--- src/logic/amba_pkg.sv ---
// AMBA APB bus definitions
//
// Address and data widths of the internal APB that links the debug host
// bridge, the address decoder and the register-mapped peripherals.
// Byte addressing, one 32-bit register every four bytes.

package amba_pkg;

    // 4 KB of register space covers every region of the subsystem
    localparam int APB_ADDR_W = 12;

    // Full word data path, no byte strobes
    localparam int APB_DATA_W = 32;

    // Byte address on paddr
    typedef logic [APB_ADDR_W-1:0] apb_addr_t;

    // Read and write data words
    typedef logic [APB_DATA_W-1:0] apb_data_t;

endpackage
--- src/logic/soc_map_pkg.sv ---
// Subsystem address map
//
// Region bases, register offsets and register bit positions for the
// PLL/reset controller and the GPIO block. Address bits 11:8 pick the
// region, the low byte is the register offset inside it.

package soc_map_pkg;

    // Bits at and above REGION_LSB select a slave
    localparam int REGION_LSB = 8;
    typedef logic [amba_pkg::APB_ADDR_W-REGION_LSB-1:0] region_t;
    typedef logic [REGION_LSB-1:0] reg_ofs_t;

    localparam amba_pkg::apb_addr_t PRCI_BASE = 12'h000;
    localparam amba_pkg::apb_addr_t GPIO_BASE = 12'h100;
    localparam region_t PRCI_REGION = PRCI_BASE[amba_pkg::APB_ADDR_W-1:REGION_LSB];
    localparam region_t GPIO_REGION = GPIO_BASE[amba_pkg::APB_ADDR_W-1:REGION_LSB];

    // PRCI registers
    localparam reg_ofs_t PRCI_CTRL_OFS   = 8'h00;
    localparam reg_ofs_t PRCI_STATUS_OFS = 8'h04;
    localparam reg_ofs_t PRCI_CAUSE_OFS  = 8'h08;
    localparam int CTRL_SOFT_BIT   = 0;
    localparam int STATUS_RUN_BIT  = 0;
    localparam int STATUS_LOCK_BIT = 1;

    // Reset cause bits, each one cleared by writing a one
    localparam int CAUSE_W         = 3;
    localparam int CAUSE_POR       = 0;
    localparam int CAUSE_SOFT      = 1;
    localparam int CAUSE_LOCK_LOSS = 2;
    typedef logic [CAUSE_W-1:0] cause_t;

    // GPIO registers
    localparam reg_ofs_t GPIO_DIR_OFS = 8'h00;
    localparam reg_ofs_t GPIO_OUT_OFS = 8'h04;
    localparam reg_ofs_t GPIO_IN_OFS  = 8'h08;

    // Pins on the chip boundary
    localparam int GPIO_PINS = 12;
    typedef logic [GPIO_PINS-1:0] gpio_vec_t;

endpackage

--- src/logic/apb_if.sv ---
`timescale 1ns/100ps
// APB bus bundle
//
// One instance per bus segment. The bus clock comes in as an interface
// port so that protocol checks can sample on it.

interface apb_if (
    input logic pclk
);
    logic                psel;
    logic                penable;
    logic                pwrite;
    amba_pkg::apb_addr_t paddr;
    amba_pkg::apb_data_t pwdata;
    amba_pkg::apb_data_t prdata;
    logic                pready;
    logic                pslverr;

    modport master (
        input  pclk,
        output psel, penable, pwrite, paddr, pwdata,
        input  prdata, pready, pslverr
    );

    modport slave (
        input  pclk,
        input  psel, penable, pwrite, paddr, pwdata,
        output prdata, pready, pslverr
    );

endinterface

--- src/logic/asic_gpio_top.sv ---
`timescale 1ns/100ps
// Chip top of the GPIO subsystem
//
// A debug host drives APB through the bridge. The decoder splits the bus
// between the PLL/reset controller and the GPIO block. The GPIO runs on
// the system reset that the controller generates.

module asic_gpio_top #(
    parameter int LOCK_FILTER_CYCLES = 16,
    parameter int SOFT_RST_CYCLES    = 8,
    parameter int GPIO_WIDTH         = 12
) (
    input  logic                   i_sclk,
    input  logic                   i_rst_n,
    input  logic                   i_pll_lock,
    // Debug host port
    input  logic                   i_host_req,
    input  logic                   i_host_write,
    input  amba_pkg::apb_addr_t    i_host_addr,
    input  amba_pkg::apb_data_t    i_host_wdata,
    output logic                   o_host_done,
    output amba_pkg::apb_data_t    o_host_rdata,
    output logic                   o_host_err,
    // GPIO pads split into input, output and enable
    input  soc_map_pkg::gpio_vec_t i_gpio,
    output soc_map_pkg::gpio_vec_t o_gpio,
    output soc_map_pkg::gpio_vec_t o_gpio_oe,
    // Reset and lock status
    output logic                   o_sys_nrst,
    output logic                   o_pll_locked_led
);

    apb_if bus_host (.pclk(i_sclk));
    apb_if bus_prci (.pclk(i_sclk));
    apb_if bus_gpio (.pclk(i_sclk));

    host_apb_bridge bridge0 (
        .i_sclk       (i_sclk),
        .i_rst_n      (i_rst_n),
        .i_host_req   (i_host_req),
        .i_host_write (i_host_write),
        .i_host_addr  (i_host_addr),
        .i_host_wdata (i_host_wdata),
        .o_host_done  (o_host_done),
        .o_host_rdata (o_host_rdata),
        .o_host_err   (o_host_err),
        .m            (bus_host.master)
    );

    apb_splitter split0 (
        .s      (bus_host.slave),
        .m_prci (bus_prci.master),
        .m_gpio (bus_gpio.master)
    );

    prci_ctrl #(
        .LOCK_FILTER_CYCLES (LOCK_FILTER_CYCLES),
        .SOFT_RST_CYCLES    (SOFT_RST_CYCLES)
    ) prci0 (
        .i_sclk           (i_sclk),
        .i_rst_n          (i_rst_n),
        .i_pll_lock       (i_pll_lock),
        .o_sys_nrst       (o_sys_nrst),
        .o_pll_locked_led (o_pll_locked_led),
        .s                (bus_prci.slave)
    );

    // Peripheral reset comes from the sequencer, not from the pin
    apb_gpio #(
        .GPIO_WIDTH (GPIO_WIDTH)
    ) gpio0 (
        .i_sclk     (i_sclk),
        .i_sys_nrst (o_sys_nrst),
        .i_gpio     (i_gpio),
        .o_gpio     (o_gpio),
        .o_gpio_oe  (o_gpio_oe),
        .s          (bus_gpio.slave)
    );

endmodule

--- src/logic/apb_gpio.sv ---
`timescale 1ns/100ps
// GPIO controller
//
// Direction and output registers plus a two-flop input synchroniser,
// all mapped on APB. Pins above GPIO_WIDTH read and drive zero. Output
// values reach a pin only where its direction bit is set.

module apb_gpio #(
    parameter int GPIO_WIDTH = 12
) (
    input  logic                   i_sclk,
    input  logic                   i_sys_nrst,
    input  soc_map_pkg::gpio_vec_t i_gpio,
    output soc_map_pkg::gpio_vec_t o_gpio,
    output soc_map_pkg::gpio_vec_t o_gpio_oe,
    apb_if.slave                   s
);
    typedef logic [GPIO_WIDTH-1:0] pins_t;

    pins_t                 dir_q;
    pins_t                 out_q;
    pins_t                 sync1_q;
    pins_t                 sync2_q;
    soc_map_pkg::reg_ofs_t ofs;
    logic                  wr_en;

    assign ofs   = s.paddr[soc_map_pkg::REGION_LSB-1:0];
    assign wr_en = s.psel && s.penable && s.pwrite;

    always_ff @(posedge i_sclk) begin
        if (!i_sys_nrst) begin
            dir_q <= '0;
            out_q <= '0;
        end else if (wr_en) begin
            // GPIO_IN is read only and ignores writes
            if (ofs == soc_map_pkg::GPIO_DIR_OFS) begin
                dir_q <= s.pwdata[GPIO_WIDTH-1:0];
            end
            if (ofs == soc_map_pkg::GPIO_OUT_OFS) begin
                out_q <= s.pwdata[GPIO_WIDTH-1:0];
            end
        end
    end

    // Pads are asynchronous to i_sclk
    always_ff @(posedge i_sclk) begin
        sync1_q <= i_gpio[GPIO_WIDTH-1:0];
        sync2_q <= sync1_q;
    end

    always_comb begin
        case (ofs)
            soc_map_pkg::GPIO_DIR_OFS: s.prdata = amba_pkg::apb_data_t'(dir_q);
            soc_map_pkg::GPIO_OUT_OFS: s.prdata = amba_pkg::apb_data_t'(out_q);
            soc_map_pkg::GPIO_IN_OFS:  s.prdata = amba_pkg::apb_data_t'(sync2_q);
            default:                   s.prdata = '0;
        endcase
    end

    assign s.pready  = 1'b1;
    assign s.pslverr = 1'b0;

    assign o_gpio_oe = soc_map_pkg::gpio_vec_t'(dir_q);
    assign o_gpio    = soc_map_pkg::gpio_vec_t'(out_q & dir_q);

endmodule

--- src/logic/prci_ctrl.sv ---
`timescale 1ns/100ps
// PLL and reset controller
//
// Releases the system reset once PLL lock has been stable for
// LOCK_FILTER_CYCLES cycles, drops it at once on lock loss and holds it
// for SOFT_RST_CYCLES on a software request. Keeps the last reset causes
// and exposes control, status and cause registers on APB.

module prci_ctrl #(
    parameter int LOCK_FILTER_CYCLES = 16,
    parameter int SOFT_RST_CYCLES    = 8
) (
    input  logic i_sclk,
    input  logic i_rst_n,
    input  logic i_pll_lock,
    output logic o_sys_nrst,
    output logic o_pll_locked_led,
    apb_if.slave s
);
    localparam int LOCK_CNT_W = $clog2(LOCK_FILTER_CYCLES + 1);
    localparam int SOFT_CNT_W = $clog2(SOFT_RST_CYCLES + 1);

    typedef enum logic [1:0] {WAIT_LOCK, RUN, SOFT_HOLD} rst_state_t;
    typedef logic [LOCK_CNT_W-1:0] lock_cnt_t;
    typedef logic [SOFT_CNT_W-1:0] soft_cnt_t;

    rst_state_t            state_q;
    rst_state_t            state_d;
    lock_cnt_t             lock_cnt_q;
    soft_cnt_t             soft_cnt_q;
    logic                  lock_ok_q;
    soc_map_pkg::cause_t   cause_q;
    soc_map_pkg::cause_t   cause_set;
    soc_map_pkg::cause_t   cause_clr;
    soc_map_pkg::reg_ofs_t ofs;
    logic                  wr_en;
    logic                  soft_req;
    logic                  lock_done;
    logic                  soft_done;
    logic                  lock_lost;

    assign ofs       = s.paddr[soc_map_pkg::REGION_LSB-1:0];
    assign wr_en     = s.psel && s.penable && s.pwrite;
    assign soft_req  = wr_en && (ofs == soc_map_pkg::PRCI_CTRL_OFS)
                       && s.pwdata[soc_map_pkg::CTRL_SOFT_BIT];
    assign lock_done = (state_q == WAIT_LOCK) && i_pll_lock
                       && (lock_cnt_q == lock_cnt_t'(LOCK_FILTER_CYCLES - 1));
    assign soft_done = (soft_cnt_q == soft_cnt_t'(SOFT_RST_CYCLES - 1));
    assign lock_lost = (state_q == RUN) && !i_pll_lock;

    always_comb begin
        state_d = state_q;
        if (soft_req) begin
            state_d = SOFT_HOLD;
        end else begin
            case (state_q)
                WAIT_LOCK: state_d = lock_done ? RUN : WAIT_LOCK;
                RUN:       state_d = i_pll_lock ? RUN : WAIT_LOCK;
                SOFT_HOLD: state_d = soft_done ? WAIT_LOCK : SOFT_HOLD;
                default:   state_d = WAIT_LOCK;
            endcase
        end
    end

    always_comb begin
        cause_set = '0;
        cause_set[soc_map_pkg::CAUSE_SOFT]      = soft_req;
        cause_set[soc_map_pkg::CAUSE_LOCK_LOSS] = lock_lost;
        cause_clr = '0;
        if (wr_en && ofs == soc_map_pkg::PRCI_CAUSE_OFS) begin
            cause_clr = s.pwdata[soc_map_pkg::CAUSE_W-1:0];
        end
    end

    always_ff @(posedge i_sclk) begin
        if (!i_rst_n) begin
            state_q    <= WAIT_LOCK;
            lock_cnt_q <= '0;
            soft_cnt_q <= '0;
            lock_ok_q  <= 1'b0;
            cause_q    <= '0;
            cause_q[soc_map_pkg::CAUSE_POR] <= 1'b1;
        end else begin
            state_q <= state_d;
            // Any gap in lock restarts the filter
            if (state_q == WAIT_LOCK && !soft_req && i_pll_lock && !lock_done) begin
                lock_cnt_q <= lock_cnt_q + 1'b1;
            end else begin
                lock_cnt_q <= '0;
            end
            if (state_q == SOFT_HOLD && !soft_req && !soft_done) begin
                soft_cnt_q <= soft_cnt_q + 1'b1;
            end else begin
                soft_cnt_q <= '0;
            end
            if (!i_pll_lock) begin
                lock_ok_q <= 1'b0;
            end else if (lock_done) begin
                lock_ok_q <= 1'b1;
            end
            // New events win over a clear in the same cycle
            cause_q <= (cause_q & ~cause_clr) | cause_set;
        end
    end

    always_comb begin
        s.prdata = '0;
        case (ofs)
            soc_map_pkg::PRCI_CTRL_OFS: begin
                s.prdata[soc_map_pkg::CTRL_SOFT_BIT] = (state_q == SOFT_HOLD);
            end
            soc_map_pkg::PRCI_STATUS_OFS: begin
                s.prdata[soc_map_pkg::STATUS_RUN_BIT]  = o_sys_nrst;
                s.prdata[soc_map_pkg::STATUS_LOCK_BIT] = lock_ok_q;
            end
            soc_map_pkg::PRCI_CAUSE_OFS: begin
                s.prdata[soc_map_pkg::CAUSE_W-1:0] = cause_q;
            end
            default: s.prdata = '0;
        endcase
    end

    assign s.pready         = 1'b1;
    assign s.pslverr        = 1'b0;
    assign o_sys_nrst       = (state_q == RUN);
    assign o_pll_locked_led = lock_ok_q;

    // System never keeps running past the edge that sees lock gone
    a_no_run_unlocked: assert property (
        @(posedge i_sclk) disable iff (!i_rst_n)
        !i_pll_lock |=> !o_sys_nrst
    );

endmodule

--- src/logic/apb_splitter.sv ---
`timescale 1ns/100ps
// APB address decoder
//
// Routes each transfer to the PRCI or the GPIO slave by the region bits
// of paddr and passes only the register offset downstream. Responses are
// muxed back. Unmapped regions complete at once with an error.

module apb_splitter (
    apb_if.slave  s,
    apb_if.master m_prci,
    apb_if.master m_gpio
);
    soc_map_pkg::region_t region;
    amba_pkg::apb_addr_t  ofs_addr;
    logic                 hit_prci;
    logic                 hit_gpio;

    assign region   = s.paddr[amba_pkg::APB_ADDR_W-1:soc_map_pkg::REGION_LSB];
    assign hit_prci = (region == soc_map_pkg::PRCI_REGION);
    assign hit_gpio = (region == soc_map_pkg::GPIO_REGION);
    assign ofs_addr = {soc_map_pkg::region_t'(0), s.paddr[soc_map_pkg::REGION_LSB-1:0]};

    assign m_prci.psel    = s.psel && hit_prci;
    assign m_prci.penable = s.penable && hit_prci;
    assign m_prci.pwrite  = s.pwrite;
    assign m_prci.paddr   = ofs_addr;
    assign m_prci.pwdata  = s.pwdata;

    assign m_gpio.psel    = s.psel && hit_gpio;
    assign m_gpio.penable = s.penable && hit_gpio;
    assign m_gpio.pwrite  = s.pwrite;
    assign m_gpio.paddr   = ofs_addr;
    assign m_gpio.pwdata  = s.pwdata;

    always_comb begin
        if (hit_prci) begin
            s.prdata  = m_prci.prdata;
            s.pready  = m_prci.pready;
            s.pslverr = m_prci.pslverr;
        end else if (hit_gpio) begin
            s.prdata  = m_gpio.prdata;
            s.pready  = m_gpio.pready;
            s.pslverr = m_gpio.pslverr;
        end else begin
            // Nobody home
            s.prdata  = '0;
            s.pready  = 1'b1;
            s.pslverr = 1'b1;
        end
    end

    a_one_slave: assert property (@(posedge s.pclk) m_prci.psel |-> !m_gpio.psel);

    // Upstream must hold the address so the same slave sees the access phase
    a_prci_setup_to_access: assert property (
        @(posedge s.pclk) m_prci.psel && !m_prci.penable |=> m_prci.psel && m_prci.penable
    );

endmodule

--- src/logic/host_apb_bridge.sv ---
`timescale 1ns/100ps
// Debug host to APB bridge
//
// Takes a one-cycle request strobe with address, data and direction,
// runs one APB transfer and answers with a one-cycle done pulse that
// carries the read data and the slave error flag. Requests that arrive
// while a transfer is in flight are ignored.

module host_apb_bridge (
    input  logic                i_sclk,
    input  logic                i_rst_n,
    input  logic                i_host_req,
    input  logic                i_host_write,
    input  amba_pkg::apb_addr_t i_host_addr,
    input  amba_pkg::apb_data_t i_host_wdata,
    output logic                o_host_done,
    output amba_pkg::apb_data_t o_host_rdata,
    output logic                o_host_err,
    apb_if.master               m
);
    typedef enum logic [1:0] {IDLE, SETUP, ACCESS, RESP} state_t;

    state_t              state_q;
    state_t              state_d;
    logic                write_q;
    amba_pkg::apb_addr_t addr_q;
    amba_pkg::apb_data_t wdata_q;
    amba_pkg::apb_data_t rdata_q;
    logic                err_q;

    always_comb begin
        state_d = state_q;
        case (state_q)
            IDLE: begin
                if (i_host_req) begin
                    state_d = SETUP;
                end
            end
            SETUP:   state_d = ACCESS;
            // Slaves may stretch the access phase with pready
            ACCESS: begin
                if (m.pready) begin
                    state_d = RESP;
                end
            end
            default: state_d = IDLE;
        endcase
    end

    always_ff @(posedge i_sclk) begin
        if (!i_rst_n) begin
            state_q <= IDLE;
        end else begin
            state_q <= state_d;
        end
    end

    // Request is held for the whole transfer
    always_ff @(posedge i_sclk) begin
        if (state_q == IDLE && i_host_req) begin
            write_q <= i_host_write;
            addr_q  <= i_host_addr;
            wdata_q <= i_host_wdata;
        end
        if (state_q == ACCESS && m.pready) begin
            rdata_q <= m.prdata;
            err_q   <= m.pslverr;
        end
    end

    assign m.psel    = (state_q == SETUP) || (state_q == ACCESS);
    assign m.penable = (state_q == ACCESS);
    assign m.pwrite  = write_q;
    assign m.paddr   = addr_q;
    assign m.pwdata  = wdata_q;

    assign o_host_done  = (state_q == RESP);
    assign o_host_rdata = rdata_q;
    assign o_host_err   = err_q;

    // Every access phase belongs to a transfer that already had its setup
    a_access_after_setup: assert property (
        @(posedge i_sclk) disable iff (!i_rst_n)
        m.penable |-> m.psel && $past(m.psel)
    );

endmodule

--- config.mk ---
export PLATFORM = sky130hd
export DESIGN_NAME = asic_gpio_top
export DESIGN_NICKNAME = d
export VERILOG_FILES = /design/src/logic/amba_pkg.sv /design/src/logic/soc_map_pkg.sv /design/src/logic/apb_if.sv /design/src/logic/asic_gpio_top.sv /design/src/logic/apb_gpio.sv /design/src/logic/prci_ctrl.sv /design/src/logic/apb_splitter.sv /design/src/logic/host_apb_bridge.sv
export SDC_FILE = /design/constraint.sdc
export NUM_CORES = 1
export LEC_CHECK = 0
export ABC_AREA = 1
export BUFFER_PORTS_ARGS = -buffer_cell sky130_fd_sc_hd__buf_4
export CORE_MARGIN = 4
export CORE_UTILIZATION = 55
export DETAILED_ROUTE_END_ITERATION = 7
export PLACE_DENSITY = 0.84
export SLEW_MARGIN = 10
export SYNTH_ARGS = -nofsm -noshare
export SYNTH_HDL_FRONTEND = slang
export SYNTH_SLANG_ARGS = --single-unit
--- constraint.sdc ---
create_clock -name i_sclk -period 5 [get_ports i_sclk]
set_input_delay 0.5 -clock i_sclk [delete_from_list [all_inputs] [get_ports i_sclk]]
set_output_delay 0.5 -clock i_sclk [all_outputs]
set_load 0.1 [all_outputs]
# After elaboration in Yosys (flattened, before gate mapping)
# Cells that the tools add are included.
# word_totals
out_inout_bits	60
elab_cells	87
in_bits	61
register_bits	103
# op_classes
n_mux	15
n_reduce_logical	36
add_sub_neg	2
eq_ne	11
bitwise	6
# op_table
operator	count
12-bit one-hot mux with 3 select lines	1
1-bit logical AND	20
12-bit bitwise AND	1
2-bit one-hot mux with 3 select lines	2
2-bit AND reduction	5
3-bit two-way mux	3
8-bit by 3-bit equality test with 1-bit output, second input constant	1
8-bit by 4-bit equality test with 1-bit output, second input constant	1
8-bit zero test	1
2-bit equality test, second input constant	3
2-bit two-way mux	3
5-bit by 1-bit adder with 5-bit output, second input constant	1
5-bit by 4-bit equality test with 1-bit output, second input constant	1
4-bit by 1-bit adder with 4-bit output, second input constant	1
2-bit by 1-bit equality test with 1-bit output, second input constant	2
4-bit by 1-bit equality test with 1-bit output, second input constant	1
4-bit by 3-bit equality test with 1-bit output, second input constant	1
1-bit zero test	4
2-bit zero test	2
4-bit zero test	1
1-bit two-way mux	4
2-bit OR reduction	2
3-bit bitwise AND	1
3-bit inverter	1
other kinds (6)	7

# Logic depth before layout (Yosys ltp)
# depth
ltp_word	12
ltp_mapped	10
mapped_depth_nobuf	9

# Hierarchy
# Synthesis repeated with hierarchy kept, for this count alone.
# hier_totals
hier_cells	728
hier_area_um2	6941.7
# by_module_without_submodules
module	instances	seq_area_each_um2	area_each_um2	cells_each
host_apb_bridge	1	2382.3	2514.9	102
apb_gpio	1	960.9	2110.8	281
apb_splitter	1	0.0	1353.8	224
prci_ctrl	1	300.3	962.2	121

# Least setup slack after synthesis
# Ideal clock, no wire load.
# synth_timing
path_type	register to output
from	register gpio0.dir_q[10] (netlist: gpio0.o_gpio_oe[10])
to	output o_gpio[10]
arrival_time_ns	1.692
required_ns	4.500
path_buffers	0
slack_ns	2.808
stages_incl_launch_ff	3
path_cell_list	dfxtp_1 > nand2_1 > inv_1
# synth_via
elab_chain_len	1
# synth_lines
element	line_no	text
start: declaration	apb_gpio.sv:20	pins_t dir_q;
start signal: assignment	apb_gpio.sv:37	dir_q <= s.pwdata[GPIO_WIDTH-1:0];
12-bit bitwise AND	apb_gpio.sv:64	assign o_gpio = soc_map_pkg::gpio_vec_t'(out_q & dir_q);
end: declaration	asic_gpio_top.sv:26	output soc_map_pkg::gpio_vec_t o_gpio,
# Every way passes these cells.

# Final worst setup path
# layout_timing
from	register bridge0.state_q[0]
to	register gpio0.dir_q[8] (netlist: gpio0.o_gpio_oe[8])
# layout_via
elab_chain_len	6
word_cells_on_any_way	8
cone_classes	eq/ne (2); reduce/logical (6)
# layout_lines
element	line_no	text
start: declaration	host_apb_bridge.sv:23	state_t state_q;
start signal: assignment	host_apb_bridge.sv:54	state_q <= state_d;
2-bit by 1-bit equality test with 1-bit output / 2-bit equality test (equally long branches)	host_apb_bridge.sv:71, host_apb_bridge.sv:72	
1-bit logical OR	host_apb_bridge.sv:71	assign m.psel = (state_q == SETUP) || (state_q == ACCESS);
1-bit logical AND	apb_splitter.sv:29	assign m_gpio.psel = s.psel && hit_gpio;
1-bit logical AND (*) (2 in a row)	apb_gpio.sv:28	assign wr_en = s.psel && s.penable && s.pwrite;
2-bit AND reduction (no line) (*)	-	
# Every way passes the cells marked *; elsewhere a longest branch is shown, timed or not.
# A chain may end at the register's enable or synchronous reset.

==> load_flow_metrics.sql <==
INSERT INTO impl_metrics (metric_group, metric, value, unit) VALUES
('global_route', 'grt_start_max_net_pins', '29', ''),
('synth', 'synth_top_cell_area_share', '32.2', '%'),
('synth', 'postSynthRegisterBits', '103', ''),
('clock_tree', 'post_cts_buffers', '0', ''),
('detailed_routing', 'drt-wirelength-per-cell', '13.6', 'um'),
('floorplanning', 'fp-row-count', '30', ''),
('setup_path', 'count_of_cells_along_the_worst_register_to_register_path', '8', ''),
('synth', 'cell_taking_the_most_area_after_synthesis', 'dfxtp_1', ''),
('setup_path', 'worst_path_most_repeated_cell', 'nor2_1', ''),
('synth', 'synth_cell_types', '31', ''),
('synth', 'synth.yosys.warnings', '0', ''),
('power_and_ir_drop', 'vdd.ir_drop.worst', '0.000229', 'V'),
('timing', 'post-route-period-util', '48.0', '%'),
('power_and_ir_drop', 'power.total', '2090', 'uW'),
('worst_hold_path', 'worst_hold_path.endpoint', 'gpio0.sync1_q[5]', ''),
('clock_tree', 'clkLatencyLatePin', '0.37', 'ns'),
('timing', 'timing.max_slew.rel_slack', '35.7', '%'),
('detailed_routing', 'postRouteAntennaNets', '0', ''),
('timing', 'hold_viol', '0', ''),
('clock_tree', 'cts_buffer_depth', '2', ''),
('outcome', 'run_status', 'completed', ''),
('setup_path', 'slowest_stage_cell_cp', 'ha_1', ''),
('clock_tree', 'clockRootBuffer', 'clkbuf_8', ''),
('synth', 'netlist_area', '4040', 'um2'),
('timing', 'finalSetupTns', '0', 'ns'),
('power_and_ir_drop', 'p_per_area', '431', 'nW/um2'),
('timing', 'maximum_achievable_frequency', '417', 'MHz'),
('clock_tree', 'cts_tree', 'built', ''),
('detailed_routing', 'totalWireLength', '8.53', 'mm'),
('setup_path', 'worst_r2r_startpoint', 'bridge0.state_q[0]', ''),
('setup_path', 'max_stage_delay', '0.60', 'ns'),
('power_and_ir_drop', 'power_leakage', '0.00218', 'uW'),
('placed_design', 'dp.cells', '611', ''),
('final_layout', 'final_non_filler_cell_total', '627', ''),
('timing', 'rsz0062_at_grt', 'false', ''),
('timing', 'timing.final.setup_violations', '0', ''),
('setup_path', 'startpoint', 'bridge0.state_q[0]', ''),
('setup_path', 'timing.setup.critical_path_class', 'flop to flop', ''),
('clock_tree', 'tritoncts_num_sinks', '103', ''),
('synth', 'synth_seq_area_share', '60.4', '%'),
('final_layout', 'area_growth', '20.1', '%'),
('setup_path', 'timing.critical_path.cells', 'inv_1, ha_1, nand3_1, nor2_1, nand2_1, inv_2, nor2_1, nor2_1', ''),
('run', 'max_capacitance_violation_count', '0', ''),
('detailed_routing', 'detail_route.drc_violations', '0', ''),
('global_route', 'grt_overflow', '0', ''),
('final_layout', 'layout-drive-gt1-share', '21.3', '%'),
('final_layout', 'mostFrequentLayoutCell', 'nand2_1', ''),
('setup_path', 'regToRegSetupSlack', '2.60', 'ns'),
('global_route', 'first_global_vias', '2984', ''),
('worst_hold_path', 'timing.hold.worst_path_depth', '1', ''),
('synth', 'synth_area_leaders', 'dfxtp_1 (32%), edfxtp_1 (28%), nand2_1 (8.9%), nor2_1 (7.8%), inv_1 (4.6%)', ''),
('detailed_routing', 'avgViaCountPerCell', '4.88', ''),
('worst_hold_path', 'min_path_type', 'primary input to flop', ''),
('detailed_routing', 'vias', '3061', ''),
('clock_tree', 'cts_repair_resize_count', '0', ''),
('floorplanning', 'die-area', '8790', 'um2'),
('floorplanning', 'io-pin-count', '121', ''),
('setup_path', 'worst-endpoint-required', '5.30', 'ns'),
('clock_tree', 'clk_pin_slew', '0.10', 'ns'),
('timing', 'slew_violations', '0', ''),
('setup_path', 'critical_path.max_fanout', '15', ''),
('clock_tree', 'hold_fix_buffers_at_cts', '0', ''),
('synth', 'average_size_of_a_mapped_cell', '9.13', 'um2'),
('setup_path', 'cp-start-kind', 'flop', ''),
('final_layout', 'final_nets', '593', ''),
('global_route', 'grt_usage', '20.6', '%'),
('timing', 'clock_skew', '0.0111', 'ns'),
('placed_design', 'dp.final_hpwl', '6.04', 'mm'),
('timing', 'timing.hold.ws', '0.226', 'ns'),
('placed_design', 'io_buffers', '80', ''),
('global_route', 'antenna_violations_before_repair', '0', '');
-- flip-flops by register name, indices dropped and copies added (netlist names) --
register                flops
gpio0.out_q                12
bridge0.state_q             2
bridge0.m.paddr            12
gpio0.sync1_q              12
prci0.cause_q               3
prci0.lock_cnt_q            5
prci0.soft_cnt_q            4
gpio0.sync2_q              12
bridge0.o_host_err          1
prci0.state_q               2
bridge0.m.pwdata           12
bridge0.o_host_rdata       12
prci0.o_pll_locked_led      1
gpio0.o_gpio_oe            12
bridge0.m.pwrite            1
-- power by group --
group	total (uW)	internal, uW	switching [uW]
logic	489	87.1	402
clock network	567	283	284
registers	1040	993	43.4
total	2090	1360	730
-- cell usage after synthesis, drive strengths merged --
cell type,n
o211ai,1
nor4,1
dfxtp,65
ha,6
conb,1
xor2,2
a211oi,1
nand2,100
buf,26
clkbuf,2
nor3b,1
and3,1
nor2,91
nand4,1
edfxtp,38
inv,56
o21ai,16
nand3b,1
xnor2,2
nand3,25
a21oi,6
-- per-stage QoR --
step           area, um2  worst slack (ns)  utilization, %
2_1_floorplan       4110              2.81               -
3_3_place_gp        4640              2.78            66.5
3_5_place_dp        4640              2.64            66.5
4_1_cts             4860              2.58            69.6
5_1_grt             4860              2.33            69.6
6_report            4860              2.60            69.6
-- area by class of cell --
cell class / instances / area (um2)
clock inverter: 7 / 93.8
sequential: 103 / 2440
tap: 96 / 120
fill: 508 / 2120
multi-input combinational: 275 / 1260
clock buffer: 9 / 124
timing repair buffer: 81 / 608
inverter: 56 / 213
-- worst max-delay path: cells and delay by family, from the launching register on --
family        cells  cell delay [ns]
fa+ha+maj         1             0.60
buf+inv           2             0.45
flops             1             0.33
simple gates      5             0.95
-- metal layers --
| metal | track usage, % | routed length [um] | share of wire (%) | vias up |
|---|---|---|---|---|
| li1 | - | - | - | 1503 |
| met1 | 24.1 | 3420 | 40 | 1394 |
| met2 | 34.2 | 4190 | 49 | 145 |
| met3 | 5.05 | 709 | 8.3 | 19 |
| met4 | 12.3 | 219 | 2.6 | 0 |
| met5 | 0 | 0 | 0 | - |
-- kinds of logic after synthesis --
group | synth area share [%]
buffers and inverters | 10.3
other | 0.0928
adders and majority gates | 1.86
and+or+nand+nor | 23.4
DFF | 60.4
AOI/OAI and AO/OA | 3.10
xor gates and xnor gates | 0.867
-- worst max-delay path by stage --
| stage | slack (ns) | endpoint | cells past startpoint |
|---|---|---|---|
| after CTS | 2.58 | gpio0.o_gpio_oe[11] | 8 |
| final | 2.60 | gpio0.o_gpio_oe[8] | 8 |
| after floorplan | 2.81 | o_gpio[10] | 2 |
| after global routing | 2.33 | gpio0.o_gpio_oe[1] | 8 |
| after detailed placement | 2.64 | gpio0.o_gpio_oe[8] | 8 |
| after global placement | 2.78 | gpio0.o_gpio_oe[9] | 8 |
Note: power is estimated with default switching activity, not from simulation.
